$ cat src/design/tinker_pkg.sv
//----------------------------------------------------------
// Shared definitions for the Tinker pipelined core.
// Opcodes, widths, reset PC and the pipeline register structs.
// Every file refers to these by tinker_pkg:: scoped names.
//----------------------------------------------------------
package tinker_pkg;

    localparam int xlen  = 64;
    localparam int imm_w = 12;

    typedef logic [xlen-1:0] word_t;
    typedef logic [31:0]     inst_t;
    typedef logic [4:0]      reg_idx_t;

    localparam word_t reset_pc = 64'h2000;  // First fetch address

    typedef enum logic [4:0] {
        op_and   = 5'h00, op_or     = 5'h01, op_xor   = 5'h02, op_not    = 5'h03,
        op_shftr = 5'h04, op_shftri = 5'h05, op_shftl = 5'h06, op_shftli = 5'h07,
        op_br    = 5'h08, op_brr    = 5'h09, op_brrl  = 5'h0a, op_brnz   = 5'h0b,
        op_brgt  = 5'h0e, op_halt   = 5'h0f,
        op_load  = 5'h10, op_movr   = 5'h11, op_movl  = 5'h12, op_store  = 5'h13,
        op_add   = 5'h18, op_addi   = 5'h19, op_sub   = 5'h1a, op_subi   = 5'h1b
    } opcode_t;

    // Operand source picked by the forwarding logic
    typedef enum logic [1:0] {
        fwd_rf  = 2'd0,
        fwd_exm = 2'd1,
        fwd_wb  = 2'd2
    } fwd_sel_t;

    typedef struct packed {
        opcode_t op;
        logic    use_imm;    // Literal replaces rt
        logic    reg_write;
        logic    is_load;
        logic    is_store;
        logic    is_branch;
        logic    is_halt;
    } ctrl_t;

    typedef struct packed {
        logic     valid;
        word_t    pc;
        ctrl_t    ctrl;
        reg_idx_t rd;
        reg_idx_t rs;
        reg_idx_t rt;
        word_t    imm;
        word_t    rd_val;
        word_t    rs_val;
        word_t    rt_val;
    } id_ex_t;

    typedef struct packed {
        logic     valid;
        ctrl_t    ctrl;
        reg_idx_t rd;
        word_t    result;
        word_t    addr;
        word_t    store_data;
    } ex_mem_t;

    typedef struct packed {
        logic     valid;
        reg_idx_t rd;
        word_t    wb_data;
        logic     reg_write;
        logic     halt;
    } mem_wb_t;

    typedef struct packed {
        logic  wr_valid;
        word_t wr_addr;
        word_t wr_data;
        word_t rd_addr;   // Always driven, read is combinational
    } dmem_req_t;

endpackage

$ cat src/design/hazard_unit.sv
//----------------------------------------------------------
// Forwarding select for rs, rt and rd in execute, and the
// load-use stall for the instruction sitting in decode.
//----------------------------------------------------------
`timescale 1ns/1ps

module hazard_unit (
    input  tinker_pkg::id_ex_t   id_ex,
    input  tinker_pkg::ex_mem_t  ex_mem,
    input  tinker_pkg::mem_wb_t  mem_wb,
    input  tinker_pkg::reg_idx_t dec_rs,
    input  tinker_pkg::reg_idx_t dec_rt,
    input  tinker_pkg::reg_idx_t dec_rd,
    input  tinker_pkg::ctrl_t    dec_ctrl,
    output tinker_pkg::fwd_sel_t sel_rs,
    output tinker_pkg::fwd_sel_t sel_rt,
    output tinker_pkg::fwd_sel_t sel_rd,
    output logic                 load_stall
);

    logic uses_rt;
    logic uses_rd;

    // Youngest producer wins, loads never forward from EX/MEM
    function automatic tinker_pkg::fwd_sel_t src_of(tinker_pkg::reg_idx_t idx);
        if (ex_mem.valid && ex_mem.ctrl.reg_write && !ex_mem.ctrl.is_load && ex_mem.rd == idx)
            return tinker_pkg::fwd_exm;
        if (mem_wb.valid && mem_wb.reg_write && mem_wb.rd == idx)
            return tinker_pkg::fwd_wb;
        return tinker_pkg::fwd_rf;
    endfunction

    always_comb begin
        sel_rs = src_of(id_ex.rs);
        sel_rt = src_of(id_ex.rt);
        sel_rd = src_of(id_ex.rd);
    end

    assign uses_rt = !dec_ctrl.use_imm;                      // Conservative for not/movr
    assign uses_rd = dec_ctrl.is_store | dec_ctrl.is_branch;

    assign load_stall = id_ex.valid && id_ex.ctrl.is_load &&
                        (id_ex.rd == dec_rs ||
                         (uses_rt && id_ex.rd == dec_rt) ||
                         (uses_rd && id_ex.rd == dec_rd));

endmodule

$ cat config.mk
export PLATFORM = sky130hd
export DESIGN_NAME = hazard_unit
export DESIGN_NICKNAME = d
export VERILOG_FILES = /design/src/design/tinker_pkg.sv /design/src/design/hazard_unit.sv
export SDC_FILE = /design/constraint.sdc
export NUM_CORES = 1
export LEC_CHECK = 0
export BUFFER_PORTS_ARGS = -buffer_cell sky130_fd_sc_hd__buf_2
export CELL_PAD_IN_SITES_DETAIL_PLACEMENT = 2
export CELL_PAD_IN_SITES_GLOBAL_PLACEMENT = 2
export CORE_AREA = 2 2 260 262
export DETAILED_ROUTE_END_ITERATION = 10
export DIE_AREA = 0 0 262 264
export GPL_ROUTABILITY_DRIVEN = 0
export PLACE_DENSITY_LB_ADDON = 0.1
export SLEW_MARGIN = 30
export SYNTH_ARGS = -nofsm -noshare
export SYNTH_HDL_FRONTEND = slang
export SYNTH_SLANG_ARGS = --single-unit
$ cat constraint.sdc
create_clock -name vclk -period 2.5
set_clock_uncertainty 0.1 [all_clocks]
set_input_delay 0.125 -clock vclk [all_inputs]
set_output_delay 0.125 -clock vclk [all_outputs]
set_load 0.05 [all_outputs]
# After elaboration in Yosys (flattened, before gate mapping)
# Cells that the tools add are included.
[totals]
output_inout_bits = 7
inputBits = 654
register_bits = 0
[classes]
n_bitwise = 1
mux = 21
reduce_logical = 17
eq_ne = 9
[op_table]
columns = ["operator", "n"]
rows = [
  ["5-bit equality test", 9],
  ["2-bit 2-to-1 mux", 12],
  ["1-bit logical AND", 13],
  ["1-bit 2-to-1 mux", 9],
  ["1-bit logical NOT", 2],
  ["1-bit logical OR", 2],
  ["1-bit OR", 1],
]

# Depth between registers and ports, before layout
[logic_depth]
word_depth = 7
mapped_depth = 5

# Worst setup path after synthesis
# OpenSTA, ideal clock, no wires.
[synth_path]
path_type = "input-to-output"
from = "in id_ex[266] in the netlist's numbering"
to = "out sel_rd[1]"
path_stages = 4
path_slack_ns = -0.020
arrival_time_ns = 2.295
cell_sequence = "clkbuf_1 -> xor2_1 -> nor3_2 -> nor4_1"
[synth_via]
elab_chain_cells = 6
word_cells_on_any_way = 10
[synth_rtl]
columns = ["item", "line_no", "text"]
rows = [
  ["from (decl)", "hazard_unit.sv:8", "input tinker_pkg::id_ex_t id_ex,"],
  ["5-bit equality test", "hazard_unit.sv:28", "if (mem_wb.valid && mem_wb.reg_write && mem_wb.rd == idx)"],
  ["1-bit logical AND", "hazard_unit.sv:28", ""],
  ["1-bit 2-to-1 mux (2 in series)", "hazard_unit.sv:28", ""],
  ["2-bit 2-to-1 mux", "hazard_unit.sv:30", "return tinker_pkg::fwd_rf;"],
  ["2-bit 2-to-1 mux *", "hazard_unit.sv:28", ""],
  ["to (decl)", "hazard_unit.sv:17", "output tinker_pkg::fwd_sel_t sel_rd,"],
]
# Mark *: on every way between the ends. The rest lies on a longest branch, timed or not. The select of a mux whose other input is x is not followed.

# Worst setup path after layout
[layout_path]
from = "in id_ex[270] in the netlist's numbering"
to = "out load_stall"
[layout_via]
elab_chain_cells = 5
word_cells_on_any_way = 8
[layout_rtl]
columns = ["item", "line_no", "text"]
rows = [
  ["5-bit equality test", "hazard_unit.sv:44", "(uses_rt && id_ex.rd == dec_rt) ||"],
  ["1-bit logical AND", "hazard_unit.sv:44", ""],
  ["1-bit logical OR", "hazard_unit.sv:43", "(id_ex.rd == dec_rs ||"],
  ["1-bit logical OR *", "hazard_unit.sv:44", ""],
  ["1-bit logical AND *", "hazard_unit.sv:42", "assign load_stall = id_ex.valid && id_ex.ctrl.is_load &&"],
  ["to (decl)", "hazard_unit.sv:18", "output logic load_stall"],
]
# Mark *: on every way between the ends. The rest lies on a longest branch, timed or not.

==> results.toml <==
[floorplanning]
dieArea_mm2 = 0.0692
ioPinCount = 661
die_w_um = 262
initial_core_util_pct = 0.878
core_region_area_mm2 = 0.0666
num_rows = 95
die_y_um = 264

[logic_synthesis]
synth_area_per_cell_um2 = 8.00
synth_top_area_share_pct = 36.0
yosysTopAreaCell = "xnor2_1"
synth_area_leaders = "xnor2_1 36%, xor2_1 31%, nand4_1 6.4%"
synthCells = 73
synth_warnings = 0
synth_area_um2 = 584
synthDistinctLibCells = 14
yosysMostFrequentCell = "xnor2_1"
ys_seq_area_share_pct = 0
synth_commonest_cells = "24 x xnor2_1, 21 x xor2_1, 6 x nand4_1, 5 x or4_1"
syn_nets = 727

[cts]
hold_buffers = 0
ctsResizeCount = 0
postCtsSetupRepairBufs = 0

[timing]
fin_crit_sh_pct = 81.2
tns_ns = 0
fmax_ghz = 0.493
rsz0062_at_grt = "no"
maxSlewHeadroom_pct = 67.8
min_period_ns = 2.03
holdWs_ns = 0.635
slew_violations = 0
hold_viol = 0
tightest_slew_ns = 0.481
setup_violations = 0

[grt]
grt_pass1_wl_mm = 8.34
antenna_found_initial = 12
grt.overflow.total = 0
grt_max_degree = 6
grt_pass1_vias = 905
grt_usage_pct = 1.83

[power_and_ir_drop]
leakagePower_nw = 0.412
ir_drop_mv = 0.0138
cellPowerDensity_mw_per_mm2 = 84.7

[worst_setup_path]
cp-end-kind = "output pin"
arrival_ns = 1.80
path_class = "in -> out"
critPathLaunchType = "primary input"
path_max_fanout = 5
worstPathRequired_ns = 2.28

[cells_and_area]
clkbuf_count = 0
area_growth_pct = 234
num-fill-cells = 7977
fin_cells = 1001
drive_gt1_share_pct = 49.6
nets = 783
multi_input_area_um2 = 554
final_area_mm2 = 0.00195
flops_and_latches = 0
register_area_um2 = 0
final_util_pct = 2.93

[placement]
dpl.hpwl_mm = 6.28
io_buffers = 57
placed_cell_area_mm2 = 0.00195
placedCellCount = 1000

[detailed_routing]
firstDrtPassIters = 2
wl_per_cell_um = 6.50
viasPerCell = 0.750
ant_nets = 0
drtIter0Drc = 7
drc = 0
routed_wirelength_mm = 6.51
vias = 751

[hold_path]
hold_path_class = "in -> out"

[flow_run]
max_cap_violations = 0

[status]
status = "finished, final reports clean"
-- worst max-delay path, stage by stage --
cell and delay (ns):
buf_2 0.27, xnor2_1 0.16, nand4_1 0.26, or4_1 0.55, nand3_1 0.09, buf_2 0.32
-- per-stage QoR --
step	power (mW)	setup WS (ns)
floorplan	0.0779	0.204
global placement	0.175	0.353
detailed placement	0.176	0.341
CTS	0.177	0.338
global route	0.187	0.266
finish	0.165	0.470
-- power breakdown --
part,switching [mW],internal [mW]
combinational,0.0923,0.0729
clock,0,0.0000000535
sequential,0,0
total,0.0923,0.0729
-- kinds of logic (layout without fill, tap and decap cells) --
| group | count (synthesis) | after routing | share of synthesized area [%] |
|---|---|---|---|
| and+or+nand+nor | 23 | 23 | 26.3 |
| other | 0 | 1 | 0 |
| buffers and inverters | 5 | 59 | 6.21 |
| xor gates and xnor gates | 45 | 45 | 67.5 |
-- cell type report --
class | count | share of cell area [%]
Tap cell | 873 | 56.0
Timing Repair Buffer | 59 | 15.4
Multi-Input combinational cell | 68 | 28.4
Antenna cell | 1 | 0.128
-- final timing paths --
check       start         end  slack, ns  cells after the start
max    id_ex[270]  load_stall       0.47                      6
min    id_ex[257]   sel_rt[1]       0.63                      5
-- cell usage in the layout (no fill, tap or decap) --
cell type  netlist  layout
nor4_1           3       2
nand2_1          2       2
diode_2          0       1
or3_1            1       1
nor4_2           0       1
buf_4            0       2
xor2_1          21      21
nand3_1          1       1
nand3b_1         1       1
nor2_1           1       1
nor3_2           3       3
xnor2_1         24      24
or4_1            5       5
nand4_1          6       6
buf_2            2      57
-- metal layers --
metal	share of wire, %	vias to the layer above	GRT usage, %
met3	13	12	1.03
met5	1.0	-	0
met2	49	36	3.23
met1	36	333	2.02
met4	0.28	12	0
li1	-	358	-
Note: power is estimated with default switching activity, not from simulation.
