`src/design/tinker_pkg.sv`:
```
//----------------------------------------------------------
// Shared definitions for the Tinker pipelined core.
// Opcodes, widths, reset PC and the pipeline register structs.
// Every file refers to these by tinker_pkg:: scoped names.
//----------------------------------------------------------
package tinker_pkg;

    localparam int xlen  = 64;
    localparam int imm_w = 12;

    typedef logic [xlen-1:0] word_t;
    typedef logic [31:0]     inst_t;
    typedef logic [4:0]      reg_idx_t;

    localparam word_t reset_pc = 64'h2000;  // First fetch address

    typedef enum logic [4:0] {
        op_and   = 5'h00, op_or     = 5'h01, op_xor   = 5'h02, op_not    = 5'h03,
        op_shftr = 5'h04, op_shftri = 5'h05, op_shftl = 5'h06, op_shftli = 5'h07,
        op_br    = 5'h08, op_brr    = 5'h09, op_brrl  = 5'h0a, op_brnz   = 5'h0b,
        op_brgt  = 5'h0e, op_halt   = 5'h0f,
        op_load  = 5'h10, op_movr   = 5'h11, op_movl  = 5'h12, op_store  = 5'h13,
        op_add   = 5'h18, op_addi   = 5'h19, op_sub   = 5'h1a, op_subi   = 5'h1b
    } opcode_t;

    // Operand source picked by the forwarding logic
    typedef enum logic [1:0] {
        fwd_rf  = 2'd0,
        fwd_exm = 2'd1,
        fwd_wb  = 2'd2
    } fwd_sel_t;

    typedef struct packed {
        opcode_t op;
        logic    use_imm;    // Literal replaces rt
        logic    reg_write;
        logic    is_load;
        logic    is_store;
        logic    is_branch;
        logic    is_halt;
    } ctrl_t;

    typedef struct packed {
        logic     valid;
        word_t    pc;
        ctrl_t    ctrl;
        reg_idx_t rd;
        reg_idx_t rs;
        reg_idx_t rt;
        word_t    imm;
        word_t    rd_val;
        word_t    rs_val;
        word_t    rt_val;
    } id_ex_t;

    typedef struct packed {
        logic     valid;
        ctrl_t    ctrl;
        reg_idx_t rd;
        word_t    result;
        word_t    addr;
        word_t    store_data;
    } ex_mem_t;

    typedef struct packed {
        logic     valid;
        reg_idx_t rd;
        word_t    wb_data;
        logic     reg_write;
        logic     halt;
    } mem_wb_t;

    typedef struct packed {
        logic  wr_valid;
        word_t wr_addr;
        word_t wr_data;
        word_t rd_addr;   // Always driven, read is combinational
    } dmem_req_t;

endpackage

```
`src/design/execute_unit.sv`:
```
//----------------------------------------------------------
// Execute stage: ALU, branch resolution and target,
// load/store address generation. Purely combinational.
//----------------------------------------------------------
`timescale 1ns/1ps

module execute_unit (
    input  tinker_pkg::id_ex_t  id_ex,
    input  tinker_pkg::word_t   op_rs,
    input  tinker_pkg::word_t   op_rt,
    input  tinker_pkg::word_t   op_rd,
    output tinker_pkg::ex_mem_t ex_out,
    output logic                redirect,
    output tinker_pkg::word_t   target
);

    tinker_pkg::word_t op_b;     // rt or the literal
    tinker_pkg::word_t result;
    logic              taken;

    assign op_b = id_ex.ctrl.use_imm ? id_ex.imm : op_rt;

    always_comb begin
        result = '0;
        taken  = 1'b0;
        target = op_rd;                                  // Absolute forms go to rd
        case (id_ex.ctrl.op)
            tinker_pkg::op_and:    result = op_rs & op_b;
            tinker_pkg::op_or:     result = op_rs | op_b;
            tinker_pkg::op_xor:    result = op_rs ^ op_b;
            tinker_pkg::op_not:    result = ~op_rs;
            tinker_pkg::op_shftr,
            tinker_pkg::op_shftri: result = op_rs >> op_b[5:0];
            tinker_pkg::op_shftl,
            tinker_pkg::op_shftli: result = op_rs << op_b[5:0];
            tinker_pkg::op_add,
            tinker_pkg::op_addi:   result = op_rs + op_b;
            tinker_pkg::op_sub,
            tinker_pkg::op_subi:   result = op_rs - op_b;
            tinker_pkg::op_movr:   result = op_rs;
            tinker_pkg::op_movl:   result = id_ex.imm;
            tinker_pkg::op_br:     taken = 1'b1;
            tinker_pkg::op_brr: begin
                taken  = 1'b1;
                target = id_ex.pc + op_rd;
            end
            tinker_pkg::op_brrl: begin
                taken  = 1'b1;
                target = id_ex.pc + id_ex.imm;
            end
            tinker_pkg::op_brnz:   taken = (op_rs != '0);
            tinker_pkg::op_brgt:   taken = ($signed(op_rs) > $signed(op_rt));
            default: ;
        endcase
    end

    assign redirect = id_ex.valid && taken;

    //----------------------------------------------------------
    // Result packet for the memory stage
    //----------------------------------------------------------
    always_comb begin
        ex_out            = '0;
        ex_out.valid      = id_ex.valid;
        ex_out.ctrl       = id_ex.ctrl;
        ex_out.rd         = id_ex.rd;
        ex_out.result     = result;
        ex_out.store_data = op_rs;
        // Store addresses off rd, load off rs
        ex_out.addr       = id_ex.ctrl.is_store ? op_rd + id_ex.imm : op_rs + id_ex.imm;
    end

endmodule

```
`config.mk`:
```
export PLATFORM = sky130hd
export DESIGN_NAME = execute_unit
export DESIGN_NICKNAME = d
export VERILOG_FILES = /design/src/design/tinker_pkg.sv /design/src/design/execute_unit.sv
export SDC_FILE = /design/constraint.sdc
export NUM_CORES = 2
export LEC_CHECK = 0
export BUFFER_PORTS_ARGS = -buffer_cell sky130_fd_sc_hd__buf_2
export CAP_MARGIN = 20
export CORE_AREA = 3 3 311 313
export DETAILED_ROUTE_END_ITERATION = 10
export DIE_AREA = 0 0 314 316
export PLACE_DENSITY = 0.55
export SYNTH_ARGS = -nofsm -noshare
export SYNTH_HDL_FRONTEND = slang
export SYNTH_SLANG_ARGS = --single-unit
```
`constraint.sdc`:
```
create_clock -name vclk -period 10.35
set_input_delay 0.5175 -clock vclk [all_inputs]
set_output_delay 0.5175 -clock vclk [all_outputs]
set_load 0.02 [all_outputs]
```
Word level (Yosys, flattened, before mapping)
Cells that the tools add are included.
Storage, ports and cells
  register bits after elaboration: 0
  input port bits: 539
  output and inout port bits: 274
  word-level logic and storage cells: 44
Operators by class
  add/subtract/negate cells: 6
  magnitude comparators: 1
  equality and inequality tests: 18
  shift operators: 2
  mux-type cells: 5
  bitwise logic cells: 4
  reduce and logical (&&, ||, !) cells: 8
Operator list (count)
  $pmux 64 s10: 1
  $add 64x64->64: 5
  $mux 64: 2
  $pmux 64 s2: 1
  $and 64x64->64: 1
  $gt 64x64->1: 1
  $not 64->64: 1
  $or 64x64->64: 1
  $reduce_bool 64->1: 1
  $shl 64x6->64: 1
  $shr 64x6->64: 1
  $sub 64x64->64: 1
  $xor 64x64->64: 1
  $eq 5x5->1 const B: 6
  $eq 5x4->1 const B: 5
  $eq 5x3->1 const B: 4
  $eq 5x2->1 const B: 2
  $reduce_or 2->1: 4
  $eq 5x1->1 const B: 1
  $logic_not 5->1: 1
  $pmux 1 s3: 1
  $reduce_or 3->1: 1
  $logic_and 1x1->1: 1

Logic depth before layout (Yosys ltp)
  depth after elaboration: 4
  mapped depth: 33
  gate-level depth less buffers: 24

Worst setup path before layout
Ideal clock, no wire load.
  kind: input to output
  from: input port id_ex[276] in the netlist's numbering
  to: output port ex_out[190] in the netlist's numbering
  data arrival time: 6397 ps
  data required time: 9833 ps
  path slack: 3435 ps
  stages: 33
  path buffers: 10
  cells stage by stage: buf_6 buf_6 buf_6 buf_6 nand2_1 o21a_1 clkbuf_1 buf_2 buf_2 clkbuf_1 ha_1 o21ai_1 nor4_4 and2_1 buf_4 nand3_2 or3_4 or2_4 nor2_1 a21oi_1 xnor2_1 ha_1 clkbuf_1 a21o_1 a21oi_1 o21bai_1 a21o_1 a21o_1 a21oi_1 o21ai_0 a21oi_1 xor2_1 o21ai_0
RTL lines
  start, declared: RTL line execute_unit.sv:8  | input tinker_pkg::id_ex_t id_ex,
  end, declared: RTL line execute_unit.sv:12  | output tinker_pkg::ex_mem_t ex_out,

==> impl_metrics.json <==
{
  "seq_cell_count": 0,
  "worstSetupPathType": "input port to output pin",
  "timing.final.crit_share_pct": 77.14,
  "grt_util_all_layers_pct": 34.03,
  "worstPathBufferInverterCount": 5,
  "initial_core_util_pct": 31.16,
  "tns_ns": 0,
  "max-cap-violations": 0,
  "crit_cells": 18,
  "routed_via_density": 6.096,
  "antenna_found_initial": 54,
  "port-buffer-count": 593,
  "slew-limit-headroom_pct": 18.23,
  "hold_class": "input port to output pin",
  "wl_per_cell_um": 28.70,
  "cp_common_cell": "buf_4",
  "syn_to_final_growth_pct": 11.07,
  "worstPathMaxFanout": 53,
  "drive_above_1_share_pct": 15.03,
  "setup.worst_path.end_class": "output pin",
  "hold_depth": 0,
  "first_iter_violations": 5061,
  "io_pins": 813,
  "critical_path.top_delay_family": "compound AO/OA/AOI/OAI gates",
  "die_w_um": 314,
  "setup_viol": 0,
  "regArea_um2": 0,
  "hold_violations": 0,
  "drc": 0,
  "grt_max_degree": 96,
  "dp_hpwl_um": 148100,
  "first_pass_iters": 8,
  "rsz0062_at_grt": "no",
  "ys_types": 86,
  "die_h_um": 316,
  "fmax_mhz": 125.3,
  "std_cell_rows": 113,
  "drv_slew": 0,
  "ys.warnings.count": 0,
  "synth_cells": 4666,
  "nClkBuffers": 0,
  "worstPathRequired_ns": 9.83,
  "cts_setup_buffers": 0,
  "nets": 5865,
  "start_kind": "input port",
  "period_needed_ns": 7.984,
  "drt-total-wl_um": 178600,
  "arrival_ns": 7.47,
  "cts_hold_buf": 0,
  "crit_chain": "buf_4 > o21a_2 > buf_4 > clkinv_1 > buf_4 > nor2_2 > a21oi_1 > xnor2_1 > ha_1 > or3_1 > o21ai_0 > a31oi_1 > o2111ai_1 > a21oi_1 > o21ai_0 > a31oi_1 > o221ai_1 > buf_2",
  "grt_pass1_vias": 35230,
  "syn_nets": 5591,
  "die_area_um2": 99220,
  "vias": 37940,
  "crit_path_top_delay_cell": "nor2_2",
  "cts_resized": 0,
  "grt-ovfl-total": 0,
  "ys_seq_area_share_pct": 0,
  "avgSynthCellArea_um2": 6.316,
  "grt_pass1_wl_um": 250700,
  "ant_nets": 0,
  "place_congestion": 1.024,
  "syn_area_um2": 29470,
  "core_region_area_um2": 94590,
  "tightestPinTransition_ns": 1.214,
  "status": "completed",
  "slowest_delay_ns": 0.96
}
## area by class of cell
cell class,count,area [um2]
well taps,1265,1583
multi-input cells,4039,26750
fillers,10740,61850
inverters,246,923.4
repair buffers,653,3423
diodes,21,52.55
## kinds of logic (layout without fill, tap and decap cells)
logic type | after synthesis | after routing | share of synthesized area [%]
xor+xnor | 231 | 231 | 6.865
other cells | 0 | 21 | 0
simple gates | 1546 | 1546 | 23.34
mux | 286 | 286 | 10.16
compound gates | 1590 | 1590 | 33.69
fa+ha+maj | 386 | 386 | 16.47
buf+inv | 627 | 899 | 9.477
## metrics by stage
stage	worst slack [ns]	hold slack [ns]	utilization, %	cell area, um2	cells
2_1_floorplan	3.435	1.148	-	29470	4666
4_1_cts	2.522	1.035	34.53	32670	6201
6_report	2.366	1.035	34.61	32730	6224
5_1_grt	2.183	1.035	34.56	32690	6208
3_3_place_gp	2.567	1.035	34.53	32670	6201
3_5_place_dp	2.553	1.035	34.53	32670	6201
## cell usage after synthesis, types with 80 or more instances
master,count,area share (%)
nand2_1,723,9.2
o21ai_0,487,8.3
a21oi_1,403,6.8
ha_1,383,16
nor2_1,379,4.8
mux2i_1,260,8.8
inv_1,234,3.0
clkbuf_1,207,2.6
a21o_1,156,4.0
xnor2_1,154,4.6
buf_4,84,2.1
nor3_1,82,1.4
nand3_1,80,1.4
## path summary, 6_finish.rpt
| check | from | to | slack, ns |
|---|---|---|---|
| hold / removal | id_ex[266] | ex_out[192] | 1.04 |
| setup / recovery | id_ex[276] | ex_out[179] | 2.37 |
## placed cells by master (no fill, tap or decap), types with 77 or more instances in the layout
cell,instances
nor3_1,82
ha_1,383
nor2_1,375
o21ai_0,486
nand3_1,79
a21o_1,156
xor2_1,77
mux2i_1,260
inv_1,233
nand2_1,721
buf_2,591
a21oi_1,403
xnor2_1,154
## layer usage
layer	vias to the layer above	global-route usage (%)	wire length (um)
met5	-	0	286
met1	17970	46.86	75880
li1	17380	-	-
met4	42	12.86	8069
met2	2194	51.79	75080
met3	358	7.203	19300
