`src/design/tinker_pkg.sv`:
```
//----------------------------------------------------------
// Shared definitions for the Tinker pipelined core.
// Opcodes, widths, reset PC and the pipeline register structs.
// Every file refers to these by tinker_pkg:: scoped names.
//----------------------------------------------------------
package tinker_pkg;

    localparam int xlen  = 64;
    localparam int imm_w = 12;

    typedef logic [xlen-1:0] word_t;
    typedef logic [31:0]     inst_t;
    typedef logic [4:0]      reg_idx_t;

    localparam word_t reset_pc = 64'h2000;  // First fetch address

    typedef enum logic [4:0] {
        op_and   = 5'h00, op_or     = 5'h01, op_xor   = 5'h02, op_not    = 5'h03,
        op_shftr = 5'h04, op_shftri = 5'h05, op_shftl = 5'h06, op_shftli = 5'h07,
        op_br    = 5'h08, op_brr    = 5'h09, op_brrl  = 5'h0a, op_brnz   = 5'h0b,
        op_brgt  = 5'h0e, op_halt   = 5'h0f,
        op_load  = 5'h10, op_movr   = 5'h11, op_movl  = 5'h12, op_store  = 5'h13,
        op_add   = 5'h18, op_addi   = 5'h19, op_sub   = 5'h1a, op_subi   = 5'h1b
    } opcode_t;

    // Operand source picked by the forwarding logic
    typedef enum logic [1:0] {
        fwd_rf  = 2'd0,
        fwd_exm = 2'd1,
        fwd_wb  = 2'd2
    } fwd_sel_t;

    typedef struct packed {
        opcode_t op;
        logic    use_imm;    // Literal replaces rt
        logic    reg_write;
        logic    is_load;
        logic    is_store;
        logic    is_branch;
        logic    is_halt;
    } ctrl_t;

    typedef struct packed {
        logic     valid;
        word_t    pc;
        ctrl_t    ctrl;
        reg_idx_t rd;
        reg_idx_t rs;
        reg_idx_t rt;
        word_t    imm;
        word_t    rd_val;
        word_t    rs_val;
        word_t    rt_val;
    } id_ex_t;

    typedef struct packed {
        logic     valid;
        ctrl_t    ctrl;
        reg_idx_t rd;
        word_t    result;
        word_t    addr;
        word_t    store_data;
    } ex_mem_t;

    typedef struct packed {
        logic     valid;
        reg_idx_t rd;
        word_t    wb_data;
        logic     reg_write;
        logic     halt;
    } mem_wb_t;

    typedef struct packed {
        logic  wr_valid;
        word_t wr_addr;
        word_t wr_data;
        word_t rd_addr;   // Always driven, read is combinational
    } dmem_req_t;

endpackage

```
`src/design/instr_decoder.sv`:
```
//----------------------------------------------------------
// Instruction field split and control word table.
// Unknown opcodes decode to an all-zero control word (no-op).
//----------------------------------------------------------
`timescale 1ns/1ps

module instr_decoder (
    input  tinker_pkg::inst_t    inst,
    output tinker_pkg::ctrl_t    ctrl,
    output tinker_pkg::reg_idx_t rd,
    output tinker_pkg::reg_idx_t rs,
    output tinker_pkg::reg_idx_t rt,
    output tinker_pkg::word_t    imm
);

    assign rd  = inst[26:22];
    assign rs  = inst[21:17];
    assign rt  = inst[16:12];
    assign imm = {{(tinker_pkg::xlen - tinker_pkg::imm_w){inst[tinker_pkg::imm_w-1]}},
                  inst[tinker_pkg::imm_w-1:0]};

    always_comb begin
        ctrl    = '0;
        ctrl.op = tinker_pkg::opcode_t'(inst[31:27]);
        case (ctrl.op)
            tinker_pkg::op_and, tinker_pkg::op_or, tinker_pkg::op_xor, tinker_pkg::op_not,
            tinker_pkg::op_shftr, tinker_pkg::op_shftl, tinker_pkg::op_add,
            tinker_pkg::op_sub, tinker_pkg::op_movr: begin
                ctrl.reg_write = 1'b1;
            end
            tinker_pkg::op_shftri, tinker_pkg::op_shftli, tinker_pkg::op_addi,
            tinker_pkg::op_subi, tinker_pkg::op_movl: begin
                ctrl.use_imm   = 1'b1;
                ctrl.reg_write = 1'b1;
            end
            tinker_pkg::op_load: begin
                ctrl.use_imm   = 1'b1;
                ctrl.reg_write = 1'b1;
                ctrl.is_load   = 1'b1;
            end
            tinker_pkg::op_store: begin
                ctrl.use_imm  = 1'b1;
                ctrl.is_store = 1'b1;
            end
            tinker_pkg::op_brrl: begin
                ctrl.use_imm   = 1'b1;
                ctrl.is_branch = 1'b1;
            end
            tinker_pkg::op_br, tinker_pkg::op_brr, tinker_pkg::op_brnz,
            tinker_pkg::op_brgt: ctrl.is_branch = 1'b1;
            tinker_pkg::op_halt: ctrl.is_halt = 1'b1;
            default: ;
        endcase
    end

endmodule

```
`config.mk`:
```
export PLATFORM = sky130hd
export DESIGN_NAME = instr_decoder
export DESIGN_NICKNAME = d
export VERILOG_FILES = /design/src/design/tinker_pkg.sv /design/src/design/instr_decoder.sv
export SDC_FILE = /design/constraint.sdc
export NUM_CORES = 1
export LEC_CHECK = 0
export BUFFER_PORTS_ARGS = -buffer_cell sky130_fd_sc_hd__buf_2
export CORE_ASPECT_RATIO = 2
export CORE_MARGIN = 2
export CORE_UTILIZATION = 26
export DETAILED_ROUTE_END_ITERATION = 10
export GPL_ROUTABILITY_DRIVEN = 0
export PLACE_DENSITY = 0.85
export SYNTH_ARGS = -nofsm -noshare
export SYNTH_HDL_FRONTEND = slang
export SYNTH_SLANG_ARGS = --single-unit
```
`constraint.sdc`:
```
create_clock -name vclk -period 0.8
set_input_delay 0.04 -clock vclk [all_inputs]
set_output_delay 0.04 -clock vclk [all_outputs]
set_load 0.01 [all_outputs]
```
# Word level (Yosys, flattened, before mapping)
# Index checks and enable logic that the tools add are counted.
[word_totals]
ff_bits = 0
latch_bits = 0
ram_bits = 0
mem_bits_ro = 0
in_bits = 32
output_inout_bits = 90
elab_cells = 31
n_memories = 0
[op_classes]
addsub = 0
n_mul = 0
n_div = 0
magnitude_cmp = 0
eq_ne = 21
n_shift = 0
n_mux = 6
bitwise_logic = 0
reduce_logical = 4
[op_table]
columns = ["operator", "n"]
rows = [
  ["5-bit equality test (second input constant)", 8],
  ["5-bit by 4-bit equality test with 1-bit output (second input constant)", 6],
  ["5-bit by 3-bit equality test with 1-bit output (second input constant)", 4],
  ["15-bit OR reduction", 1],
  ["5-bit by 2-bit equality test with 1-bit output (second input constant)", 2],
  ["8-bit OR reduction", 1],
  ["1-bit two-way mux", 6],
  ["5-bit by 1-bit equality test with 1-bit output (second input constant)", 1],
  ["5-bit zero test", 1],
  ["5-bit OR reduction", 1],
]

# Depth between registers and ports, before layout
[logic_depth]
ltp_word = 3
ltp_mapped = 3
depth_no_buf = 3

# Worst setup path after synthesis
# Ideal clock, no wire load.
[synth_path]
kind = "input-to-output"
start = "input inst[30]"
end = "output ctrl[5] (netlist name)"
arrival_ns = 0.605
required_ns = 0.760
path_slack_ns = 0.155
cell_stages = 3
path_buffers = 0
cell_sequence = "xnor2_1 -> and3_1 -> a311o_1"
[synth_lines]
columns = ["item", "line_no", "rtl"]
rows = [
  ["start: declaration", "instr_decoder.sv:8", "input tinker_pkg::inst_t inst,"],
  ["end: declaration", "instr_decoder.sv:9", "output tinker_pkg::ctrl_t ctrl,"],
]

==> run summary <==
Final Max Tran Viols -> 0
Buffers on Ports -> 16
Wire length of the first global-routing pass -> 1.41 mm
Total number of sequential cells -> 0
Dpl hpwl -> 677 um
Class of the tightest hold or removal check -> in2out
Number of maximum-capacitance constraint violations -> 0
Switching Power -> 0.0000780 W
Gate power share -> 100.0%
Final setup margin -> -53.7 ps
Number of DRC markers after the initial detailed-route iteration -> 3
Startpoint types -> input pin
Worst min-delay path endpoint -> rd[1]
Vias in the first global route -> 288
Nature of the critical path endpoint -> output pin
DRC violations left -> 0
DRT antenna net count -> 0
Largest net degree at the start of global routing -> 54
Kind of critical path -> in2out
Die area -> 0.00330 mm2
GRT Resource Usage Total -> 5.00%
Worst path cell trace -> buf_12 > xnor2_2 > and3_1 > a311o_1 > buf_2
Signal arrival time at the worst endpoint -> 810 ps
VDD IR max -> 56.8 uV
Switching part of the total power -> 46.0%
Largest fanout on the critical path -> 5
Layout-stage area growth over the synthesis result -> -54.3%
Area taken by flip-flops and latches -> 0 um2
Vertical die dimension -> 79.2 um
Fill cells -> 313
Achievable frequency -> 1.17 GHz
Fraction of final layout cells with drive strength greater than 1 -> 68.3%
Leakage dissipation -> 0.169 nW
Diode count -> 0
Floorplan core area -> 0.00274 mm2
Final period demand of the worst path -> 854 ps
Violations in the final reports -> setup timing
Final Hold Violating Endpoints -> 0
Worst hold path startpoint -> inst[23]
Depth of the worst hold-timing path -> 0
Vias -> 283
Number of cells in the finished layout apart from fillers -> 70
Multi-input logic area -> 140 um2
Core Rows -> 27
Final global-route overflow total -> 0
I/O pin count -> 122
Netlist Area Pre-Place -> 736 um2
Cells after synthesis -> 103
Worst hold slack -> 80.0 ps
Post-route fraction of the period consumed by the critical path -> 107%
Starting Density -> 26.9%
Cells taking the most area after synthesis -> sky130_fd_sc_hd__buf_4, sky130_fd_sc_hd__nand2_1, sky130_fd_sc_hd__nand2b_1, sky130_fd_sc_hd__a311o_1, sky130_fd_sc_hd__nor3_1
Mean instance size in the synthesized netlist -> 7.14 um2
Sequential share of power -> 0%
Pwr/cell area -> 504 mW/mm2
Worst stage delay on the critical path -> 270 ps
Routed length per instance -> 12.8 um
Total of endpoints with negative setup slack in the final report -> 1
Routed wire length -> 899 um
Headroom to the max-slew limit -> 85.6%
Dominant cell by count in the synthesized netlist -> sky130_fd_sc_hd__buf_4
Final net count -> 75
Post-route setup TNS -> -53.7 ps
WP data required -> 760 ps
Unique masters post-synth -> 13
Clock network power share -> 0%
Number of antenna violations at the first check in global routing -> 0
Transition at the pin with the smallest max-transition slack -> 216 ps
Number of optimization iterations in the first detailed-route pass -> 2
Internal portion of total power -> 0.0000917 W
Fraction of synthesized cell area taken by the top area cell type -> 85.7%
Vias/cell -> 4.04
Count of warnings emitted by yosys -> 0
Share of the yosys chip area belonging to registers -> 0%
Critical Path Slowest Stage Cell -> sky130_fd_sc_hd__a311o_1
Total of hold buffers inserted after clock tree synthesis -> 0
List of most frequent post-synthesis cells -> sky130_fd_sc_hd__buf_4, sky130_fd_sc_hd__nand2_1
Unrepaired setup endpoints after global routing -> true
Cell type with the largest total area after synthesis -> sky130_fd_sc_hd__buf_4
Core utilization of the finished layout -> 12.3%
Net count after synthesis -> 135
Status -> complete, but fails checks
Die Wd -> 41.6 um
Clock Buffer Count -> 0
Cells after DPL -> 70
PnR Total Power -> 0.000170 W
-- power groups by stage --
stage,combinational [W],sequential (W),clock [W]
after global routing,0.000187,0,0
after CTS,0.000153,0,0
after detailed placement,0.000130,0,0
after global placement,0.000127,0,0
after floorplan,0.000473,0,0
final,0.000170,0,0
-- cell type report --
| class | count | share of cell area (%) |
|---|---|---|
| repair buffers | 22 | 46.5 |
| multi-input cells | 18 | 41.6 |
| inverters | 1 | 1.12 |
| well taps | 29 | 10.8 |
-- worst max-delay path by stage --
stage	startpoint	depth (start not counted)	slack [ps]	end
CTS	inst[30]	5	-100	ctrl[5]
global placement	inst[31]	5	-100	ctrl[5]
floorplan	inst[30]	3	160	ctrl[5]
global route	inst[30]	5	-70	ctrl[5]
finish	inst[30]	5	-50	ctrl[5]
detailed placement	inst[27]	5	-110	ctrl[5]
-- cells in the final DEF, fill, tap and decap left out, drive strengths merged, types with 2 or more instances in the layout --
master   n
buf     22
nand2    4
nand2b   2
nor2     2
nor3     2
o21ai    2
-- metrics by stage --
step           area, um2  setup WS [ps]
5_1_grt              337          -72.7
4_1_cts              304           -102
3_5_place_dp         267           -115
3_3_place_gp         267          -97.6
2_1_floorplan        736            155
6_report             337          -53.7
-- critical path, delay by kind of cell --
| family | cells | cell delay, ps |
|---|---|---|
| AOI/OAI and AO/OA | 1 | 270 |
| xor gates and xnor gates | 1 | 120 |
| and+or+nand+nor | 1 | 140 |
| buffers and inverters | 2 | 250 |
-- what timing repair did --
action | CTS | global route
endpoints found under the setup margin | 2 | 3
buffers inserted | 0 | 0
gates resized for setup | 10 | 10
pin swaps | 2 | 2
-- kinds of logic (layout without fill, tap and decap cells) --
logic type	Yosys count	after routing	synth area share (%)
AOI/OAI and AO/OA	5	5	4.42
and+or+nand+nor	12	12	8.16
buffers and inverters	85	23	86.2
xor gates and xnor gates	1	1	1.19
-- layer usage --
metal | track usage (%) | vias up | part of all wire [%]
li1 | - | 115 | -
met1 | 2.31 | 111 | 12
met5 | 0 | - | 0
met3 | 2.50 | 10 | 24
met4 | 4.19 | 0 | 5.7
met2 | 10.6 | 47 | 58
(Power assumes the default switching activity.)
