[src/design/tinker_pkg.sv]
//----------------------------------------------------------
// Shared definitions for the Tinker pipelined core.
// Opcodes, widths, reset PC and the pipeline register structs.
// Every file refers to these by tinker_pkg:: scoped names.
//----------------------------------------------------------
package tinker_pkg;

    localparam int xlen  = 64;
    localparam int imm_w = 12;

    typedef logic [xlen-1:0] word_t;
    typedef logic [31:0]     inst_t;
    typedef logic [4:0]      reg_idx_t;

    localparam word_t reset_pc = 64'h2000;  // First fetch address

    typedef enum logic [4:0] {
        op_and   = 5'h00, op_or     = 5'h01, op_xor   = 5'h02, op_not    = 5'h03,
        op_shftr = 5'h04, op_shftri = 5'h05, op_shftl = 5'h06, op_shftli = 5'h07,
        op_br    = 5'h08, op_brr    = 5'h09, op_brrl  = 5'h0a, op_brnz   = 5'h0b,
        op_brgt  = 5'h0e, op_halt   = 5'h0f,
        op_load  = 5'h10, op_movr   = 5'h11, op_movl  = 5'h12, op_store  = 5'h13,
        op_add   = 5'h18, op_addi   = 5'h19, op_sub   = 5'h1a, op_subi   = 5'h1b
    } opcode_t;

    // Operand source picked by the forwarding logic
    typedef enum logic [1:0] {
        fwd_rf  = 2'd0,
        fwd_exm = 2'd1,
        fwd_wb  = 2'd2
    } fwd_sel_t;

    typedef struct packed {
        opcode_t op;
        logic    use_imm;    // Literal replaces rt
        logic    reg_write;
        logic    is_load;
        logic    is_store;
        logic    is_branch;
        logic    is_halt;
    } ctrl_t;

    typedef struct packed {
        logic     valid;
        word_t    pc;
        ctrl_t    ctrl;
        reg_idx_t rd;
        reg_idx_t rs;
        reg_idx_t rt;
        word_t    imm;
        word_t    rd_val;
        word_t    rs_val;
        word_t    rt_val;
    } id_ex_t;

    typedef struct packed {
        logic     valid;
        ctrl_t    ctrl;
        reg_idx_t rd;
        word_t    result;
        word_t    addr;
        word_t    store_data;
    } ex_mem_t;

    typedef struct packed {
        logic     valid;
        reg_idx_t rd;
        word_t    wb_data;
        logic     reg_write;
        logic     halt;
    } mem_wb_t;

    typedef struct packed {
        logic  wr_valid;
        word_t wr_addr;
        word_t wr_data;
        word_t rd_addr;   // Always driven, read is combinational
    } dmem_req_t;

endpackage

[src/design/fetch_stage.sv]
//----------------------------------------------------------
// Program counter and the fetch/decode register.
// Redirect wins over stall, a halt in execute freezes fetch.
//----------------------------------------------------------
`timescale 1ns/1ps

module fetch_stage (
    input  logic              clk,
    input  logic              reset,
    input  logic              redirect,
    input  tinker_pkg::word_t target,
    input  logic              stall,
    input  logic              freeze,
    input  tinker_pkg::inst_t imem_data,
    output tinker_pkg::word_t imem_addr,
    output tinker_pkg::word_t ifid_pc,
    output tinker_pkg::inst_t ifid_inst,
    output logic              ifid_valid
);

    tinker_pkg::word_t pc;
    logic              frozen;   // Sticky until reset
    logic              halted;
    logic              advance;

    assign imem_addr = pc;
    assign halted    = freeze | frozen;
    assign advance   = !redirect && !halted && !stall;

    always_ff @(posedge clk or posedge reset) begin
        if (reset) begin
            pc         <= tinker_pkg::reset_pc;
            ifid_valid <= 1'b0;
            frozen     <= 1'b0;
        end else begin
            if (freeze) begin
                frozen <= 1'b1;
            end
            if (redirect) begin
                pc         <= target;
                ifid_valid <= 1'b0;     // Flush wrong-path fetch
            end else if (halted) begin
                ifid_valid <= 1'b0;
            end else if (!stall) begin
                pc         <= pc + 64'd4;
                ifid_valid <= 1'b1;
            end
        end
    end

    // Payload only moves with the valid bit
    always_ff @(posedge clk) begin
        if (advance) begin
            ifid_pc   <= pc;
            ifid_inst <= imem_data;
        end
    end

endmodule

[config.mk]
export PLATFORM = sky130hd
export DESIGN_NAME = fetch_stage
export DESIGN_NICKNAME = d
export VERILOG_FILES = /design/src/design/tinker_pkg.sv /design/src/design/fetch_stage.sv
export SDC_FILE = /design/constraint.sdc
export NUM_CORES = 1
export LEC_CHECK = 0
export BUFFER_PORTS_ARGS = -buffer_cell sky130_fd_sc_hd__buf_2
export CAP_MARGIN = 30
export CORE_MARGIN = 5
export CORE_UTILIZATION = 52
export DETAILED_ROUTE_END_ITERATION = 16
export HOLD_SLACK_MARGIN = 0.05
export PLACE_DENSITY = 0.85
export SLEW_MARGIN = 10
export SYNTH_ARGS = -nofsm -noshare
export SYNTH_HDL_FRONTEND = slang
export SYNTH_SLANG_ARGS = --single-unit
[constraint.sdc]
create_clock -name clk -period 14.3 [get_ports clk]
set_input_delay 1.43 -clock clk [delete_from_list [all_inputs] [get_ports clk]]
set_output_delay 1.43 -clock clk [all_outputs]
set_load 0.05 [all_outputs]
Yosys cells after proc, flatten, opt, wreduce, memory -nomap -nowiden
Cells that the tools add are included.

word-level totals
  input port bits = 101
  word-level logic and storage cells = 22
  output and inout port bits = 161
  register bits after elaboration = 162

operators by class
  add/sub/neg operators = 1
  multiplexer cells = 6
  bitwise gates (word level) = 1
  equal/unequal tests = 3
  reductions and logical operators = 6

operator list
  operator                 number
  $mux W64                 3
  $add A64 B3 Y64 const B  1
  $ne A2 B2 Y1 const B     2
  $logic_not A1 Y1         3
  $mux W1                  3
  $ne A3 B2 Y1 const B     1
  $logic_and A1 B1 Y1      2
  $reduce_and A2 Y1        1
  $or A1 B1 Y1             1

Longest topological paths before layout
  word-level depth = 4
  depth in mapped cells = 8
  gate-level depth less buffers = 6

Least setup slack after synthesis
OpenSTA, ideal clock, no wires.

  kind = in2reg
  from = input redirect
  to = register ifid_inst[0], enable pin
  slack = 5.055 ns
  cell stages on the path = 4
  path buffers = 3
  required time = 13.632 ns
  data arrival time = 8.577 ns
  cell sequence = clkbuf_1 -> buf_1 -> clkbuf_1 -> nor3_1

on the way
  longest elaborated chain between the ends = 3

RTL lines
  what                              RTL line           text
  from (decl)                       fetch_stage.sv:10  input logic redirect,
  $logic_not A1 Y1                  fetch_stage.sv:28  assign advance = !redirect && !halted && !stall;
  $logic_and A1 B1 Y1 (2 in a row)  fetch_stage.sv:28
  net advance                       fetch_stage.sv:24  logic advance;
  to (signal assigned)              fetch_stage.sv:55  ifid_inst <= imem_data;
  to (decl)                         fetch_stage.sv:17  output tinker_pkg::inst_t ifid_inst,

The timed path passes the listed nets, and every way through them passes these cells.
A chain may end at the register's enable or synchronous reset.

Worst setup path in the final report
  from = input stall
  to = register pc[50], in the netlist imem_addr[50]

on the way
  longest elaborated chain between the ends = 2

RTL lines
  what                                RTL line           text
  from (decl)                         fetch_stage.sv:12  input logic stall,
  $ne A2 B2 Y1 (no source line)       n/a
  $reduce_and A2 Y1 (no source line)  n/a
  to (signal assigned)                fetch_stage.sv:32  pc <= tinker_pkg::reset_pc;
  to (signal assigned)                fetch_stage.sv:40  pc <= target;
  to (signal assigned)                fetch_stage.sv:45  pc <= pc + 64'd4;
  to (decl)                           fetch_stage.sv:21  tinker_pkg::word_t pc;

Every way passes these cells.

==> results.cfg <==
[grt]
wire_length_of_the_first_global_routing_pass_mm = 27.6
grt.overflow.total = 0
grt_max_degree = 88
initial_antenna_violation_count = 0
grtUsageTotal_pct = 23.9
first_global_vias = 5392

[setup_path]
cpMaxStageDelayCell = sky130_fd_sc_hd__nor4_4
crit_path_cell_chain = buf_2, or4b_4, nor4_4, nand2_2, or4_1, a31oi_1
cp-end-kind = flop
critPathKind = in -> reg
timing.critical_path.fanout_max = 12
timing.critical_path.slowest_cell_delay_ns = 0.67
worst-endpoint-arrival_ns = 3.86
start_kind = primary input
worst_ep_required_time_ns = 14.63

[place]
place_area_um2 = 8120
post-place-cells = 943
port_buffers = 261
final_gp_congestion = 0.863
post-place-ws_ns = 10.38
dp.final_hpwl_mm = 12.9

[drt]
initialDrtViolationCount = 452
post_drt_wl_per_cell_um = 18.6
detail_route.wirelength_mm = 18.2
drc_errors = 0
dr.pass1.iters = 5
final_antenna_net_count = 0
route.detailed.vias_per_inst = 5.63
via_count_of_the_routed_design = 5498

[finish]
area_delta_synth_final_pct = 32.2
final.fill_count = 894
layout.cells.non_filler = 976
antenna-diode-count = 0
final_net_count = 893
final_core_util_pct = 69.7
final_layout_size_suffix_gt1_share_pct = 38.6
stdcell_area_um2 = 8770
multi_input_comb_area_um2 = 1980
area.sequential_um2 = 4540

[timing]
achievable-frequency_mhz = 284
finalWorstSetupSlack_ns = 10.78
final.period_utilization_pct = 24.6
worst_clock_skew_ns = 0.00942
setup_total_negative_slack_ns = 0
final_max_slew_viol_count = 0
worstMarginPinSlew_ns = 0.796
maxSlewHeadroom_pct = 46.5
hold_slack_ns = 0.481
rsz0062_at_grt = no
hold_violations = 0
layout_min_cycle_time_ns = 3.52
finalSetupViolCount = 0

[floorplan]
floorplan.die.height_um = 123
placement_row_count = 41
floorplan.initialDensity_pct = 52.8
design.core.area_um2 = 12600
dieArea_um2 = 15100
io_pins = 262
die-width_um = 123

[yosys]
instance_count_of_the_mapped_netlist = 527
synthesis.yosys.warnings = 0
ys_seq_area_share_pct = 68.4
yosys-mux-area-fraction_pct = 0.490
postSynthAreaPerCell_um2 = 12.6
share_of_the_synthesized_area_in_compound_gates_ao_oa_aoi_oai_pct = 8.26
post_synth_main_area_contributors = sky130_fd_sc_hd__edfxtp_1 (43%), sky130_fd_sc_hd__dfrtp_1 (25%), sky130_fd_sc_hd__nand2_1 (3.3%)
library_cell_with_the_largest_summed_area_after_synthesis = sky130_fd_sc_hd__edfxtp_1
syn-num-nets = 629
dominantRegCellSynth = sky130_fd_sc_hd__edfxtp_1
synth_enable_flop_cells = 96
post_synthesis_share_of_cell_area_spent_on_full_adders_half_adders_and_majority_gates_pct = 0.189
synth-seq-cells = 162
dominant_combinational_cell_family_by_area_after_synthesis = simple AND/OR/NAND/NOR gates
yosys.area_share.simple_pct = 16.8
yosys.cell_types.count = 38
async_flop_share_pct = 40.7
synth-xor-area-share_pct = 3.96
share_of_the_synthesized_area_in_the_top_cell_type_pct = 43.5
syn-cell-area_um2 = 6630

[cts]
ctsHtreeMaxLevel = 4
cts-root-to-sink-buffers = 2
quantity_of_gates_resized_following_cts = 0
cts_sinks = 162
post_cts_hold_buffer_count = 0
number_of_buffers_inserted_by_post_cts_setup_repair = 0
numCtsBuffers = 17
cts_tree = yes
root_buffer = sky130_fd_sc_hd__clkbuf_16
cts.reportedPaths.clkPinSlew_ns = 0.06
clk_latency_ns = 0.42

[worst_hold_path]
timing.hold.worst.class = reg -> reg

[pwr]
irDropWorstVdd_v = 0.0000869
power.leakage_nw = 3.59
p_per_area_nw_per_um2 = 131
total_power_mw = 1.15

[flow_run]
maxCapViolations = 0

[outcome]
run_status = complete, no violations
-- Yosys cell counts, types with 5 or more instances --
master                     number
sky130_fd_sc_hd__clkbuf_1      23
sky130_fd_sc_hd__nor3_1        10
sky130_fd_sc_hd__nand3_1       33
sky130_fd_sc_hd__and4_1         5
sky130_fd_sc_hd__xor2_1        23
sky130_fd_sc_hd__o21ai_0       37
sky130_fd_sc_hd__nand2_1       59
sky130_fd_sc_hd__edfxtp_1      96
sky130_fd_sc_hd__a31oi_1       22
sky130_fd_sc_hd__nand4_1       23
sky130_fd_sc_hd__xnor2_1        7
sky130_fd_sc_hd__nor2_1        33
sky130_fd_sc_hd__or4_1         23
sky130_fd_sc_hd__and3_1        11
sky130_fd_sc_hd__dfrtp_1       65
sky130_fd_sc_hd__inv_1          6
sky130_fd_sc_hd__or3_1          5
sky130_fd_sc_hd__o31ai_1       15
sky130_fd_sc_hd__o211ai_1       6
-- layout make-up --
type | count | share of cell area, %
sequential | 162 | 51.7
multi-input combinational | 334 | 22.6
timing repair buffer | 270 | 15.9
clock buffer | 18 | 4.90
tap | 172 | 2.46
clock inverter | 14 | 2.13
inverter | 6 | 0.257
-- cells by family after synthesis --
logic type / count (synthesis)
AND/OR/NAND/NOR: 213
flip-flops: 162
AO/OA/AOI/OAI: 87
buffers and inverters: 31
XOR/XNOR: 30
multiplexers: 3
adder cells (fa/ha/maj): 1
-- state kept, by name, indices dropped and copies added (netlist names) --
| name | count |
|---|---|
| ifid_valid | 1 |
| frozen | 1 |
| ifid_inst | 32 |
| imem_addr | 64 |
| ifid_pc | 64 |
-- cells in the final DEF (no fill, tap or decap), types with 2 or more instances in the layout --
cell type                    count
sky130_fd_sc_hd__buf_2         261
sky130_fd_sc_hd__edfxtp_1       96
sky130_fd_sc_hd__dfrtp_1        65
sky130_fd_sc_hd__nand2_1        59
sky130_fd_sc_hd__o21ai_0        37
sky130_fd_sc_hd__nand3_1        33
sky130_fd_sc_hd__nor2_1         33
sky130_fd_sc_hd__nand4_1        23
sky130_fd_sc_hd__xor2_1         23
sky130_fd_sc_hd__or4_1          23
sky130_fd_sc_hd__a31oi_1        22
sky130_fd_sc_hd__clkbuf_16      17
sky130_fd_sc_hd__o31ai_1        15
sky130_fd_sc_hd__and3_1         11
sky130_fd_sc_hd__nor3_1          8
sky130_fd_sc_hd__buf_4           8
sky130_fd_sc_hd__xnor2_1         7
sky130_fd_sc_hd__o211ai_1        6
sky130_fd_sc_hd__inv_1           5
sky130_fd_sc_hd__or3_1           5
sky130_fd_sc_hd__and4_1          5
sky130_fd_sc_hd__bufinv_16       4
sky130_fd_sc_hd__clkinvlp_4      4
sky130_fd_sc_hd__a221o_1         3
sky130_fd_sc_hd__clkinv_2        3
sky130_fd_sc_hd__and2_1          2
sky130_fd_sc_hd__nor3_2          2
sky130_fd_sc_hd__o31a_1          2
sky130_fd_sc_hd__o311a_1         2
sky130_fd_sc_hd__mux2_2          2
-- where the power goes --
group          internal [mW]  total (mW)  switching [mW]  leakage [nW]
sequential             0.515       0.543          0.0278          1.64
combinational         0.0376       0.134          0.0964          1.66
clock                  0.291       0.472           0.181         0.290
total                  0.844        1.15           0.305          3.59
-- critical path: cells and delay by family --
kind | cells | cell delay [ns]
compound gates | 1 | 0.19
simple gates | 4 | 2.10
buf+inv | 1 | 0.13
-- routing by layer --
layer | part of all wire, % | global-route usage, % | wire length [um] | up-vias
met2 | 51 | 39.9 | 9330 | 279
met3 | 9.3 | 6.13 | 1690 | 32
met5 | 0 | 0 | 0 | -
met4 | 2.3 | 9.66 | 410 | 0
met1 | 37 | 29.8 | 6730 | 2659
li1 | - | - | - | 2528
-- path summary, 6_finish.rpt --
check	startpoint	to	slack, ns	cells past startpoint
setup reg to reg	imem_addr[18]	imem_addr[40]	11.34	5
setup / recovery	stall	imem_addr[50]	10.78	6
min in group asynchronous	reset	imem_addr[1]	0.94	3
max in group asynchronous	reset	imem_addr[13]	12.83	4
hold / removal	imem_addr[1]	ifid_pc[1]	0.48	0
hold reg to reg	imem_addr[1]	ifid_pc[1]	0.48	0
Power figures use the tool's default switching activity.
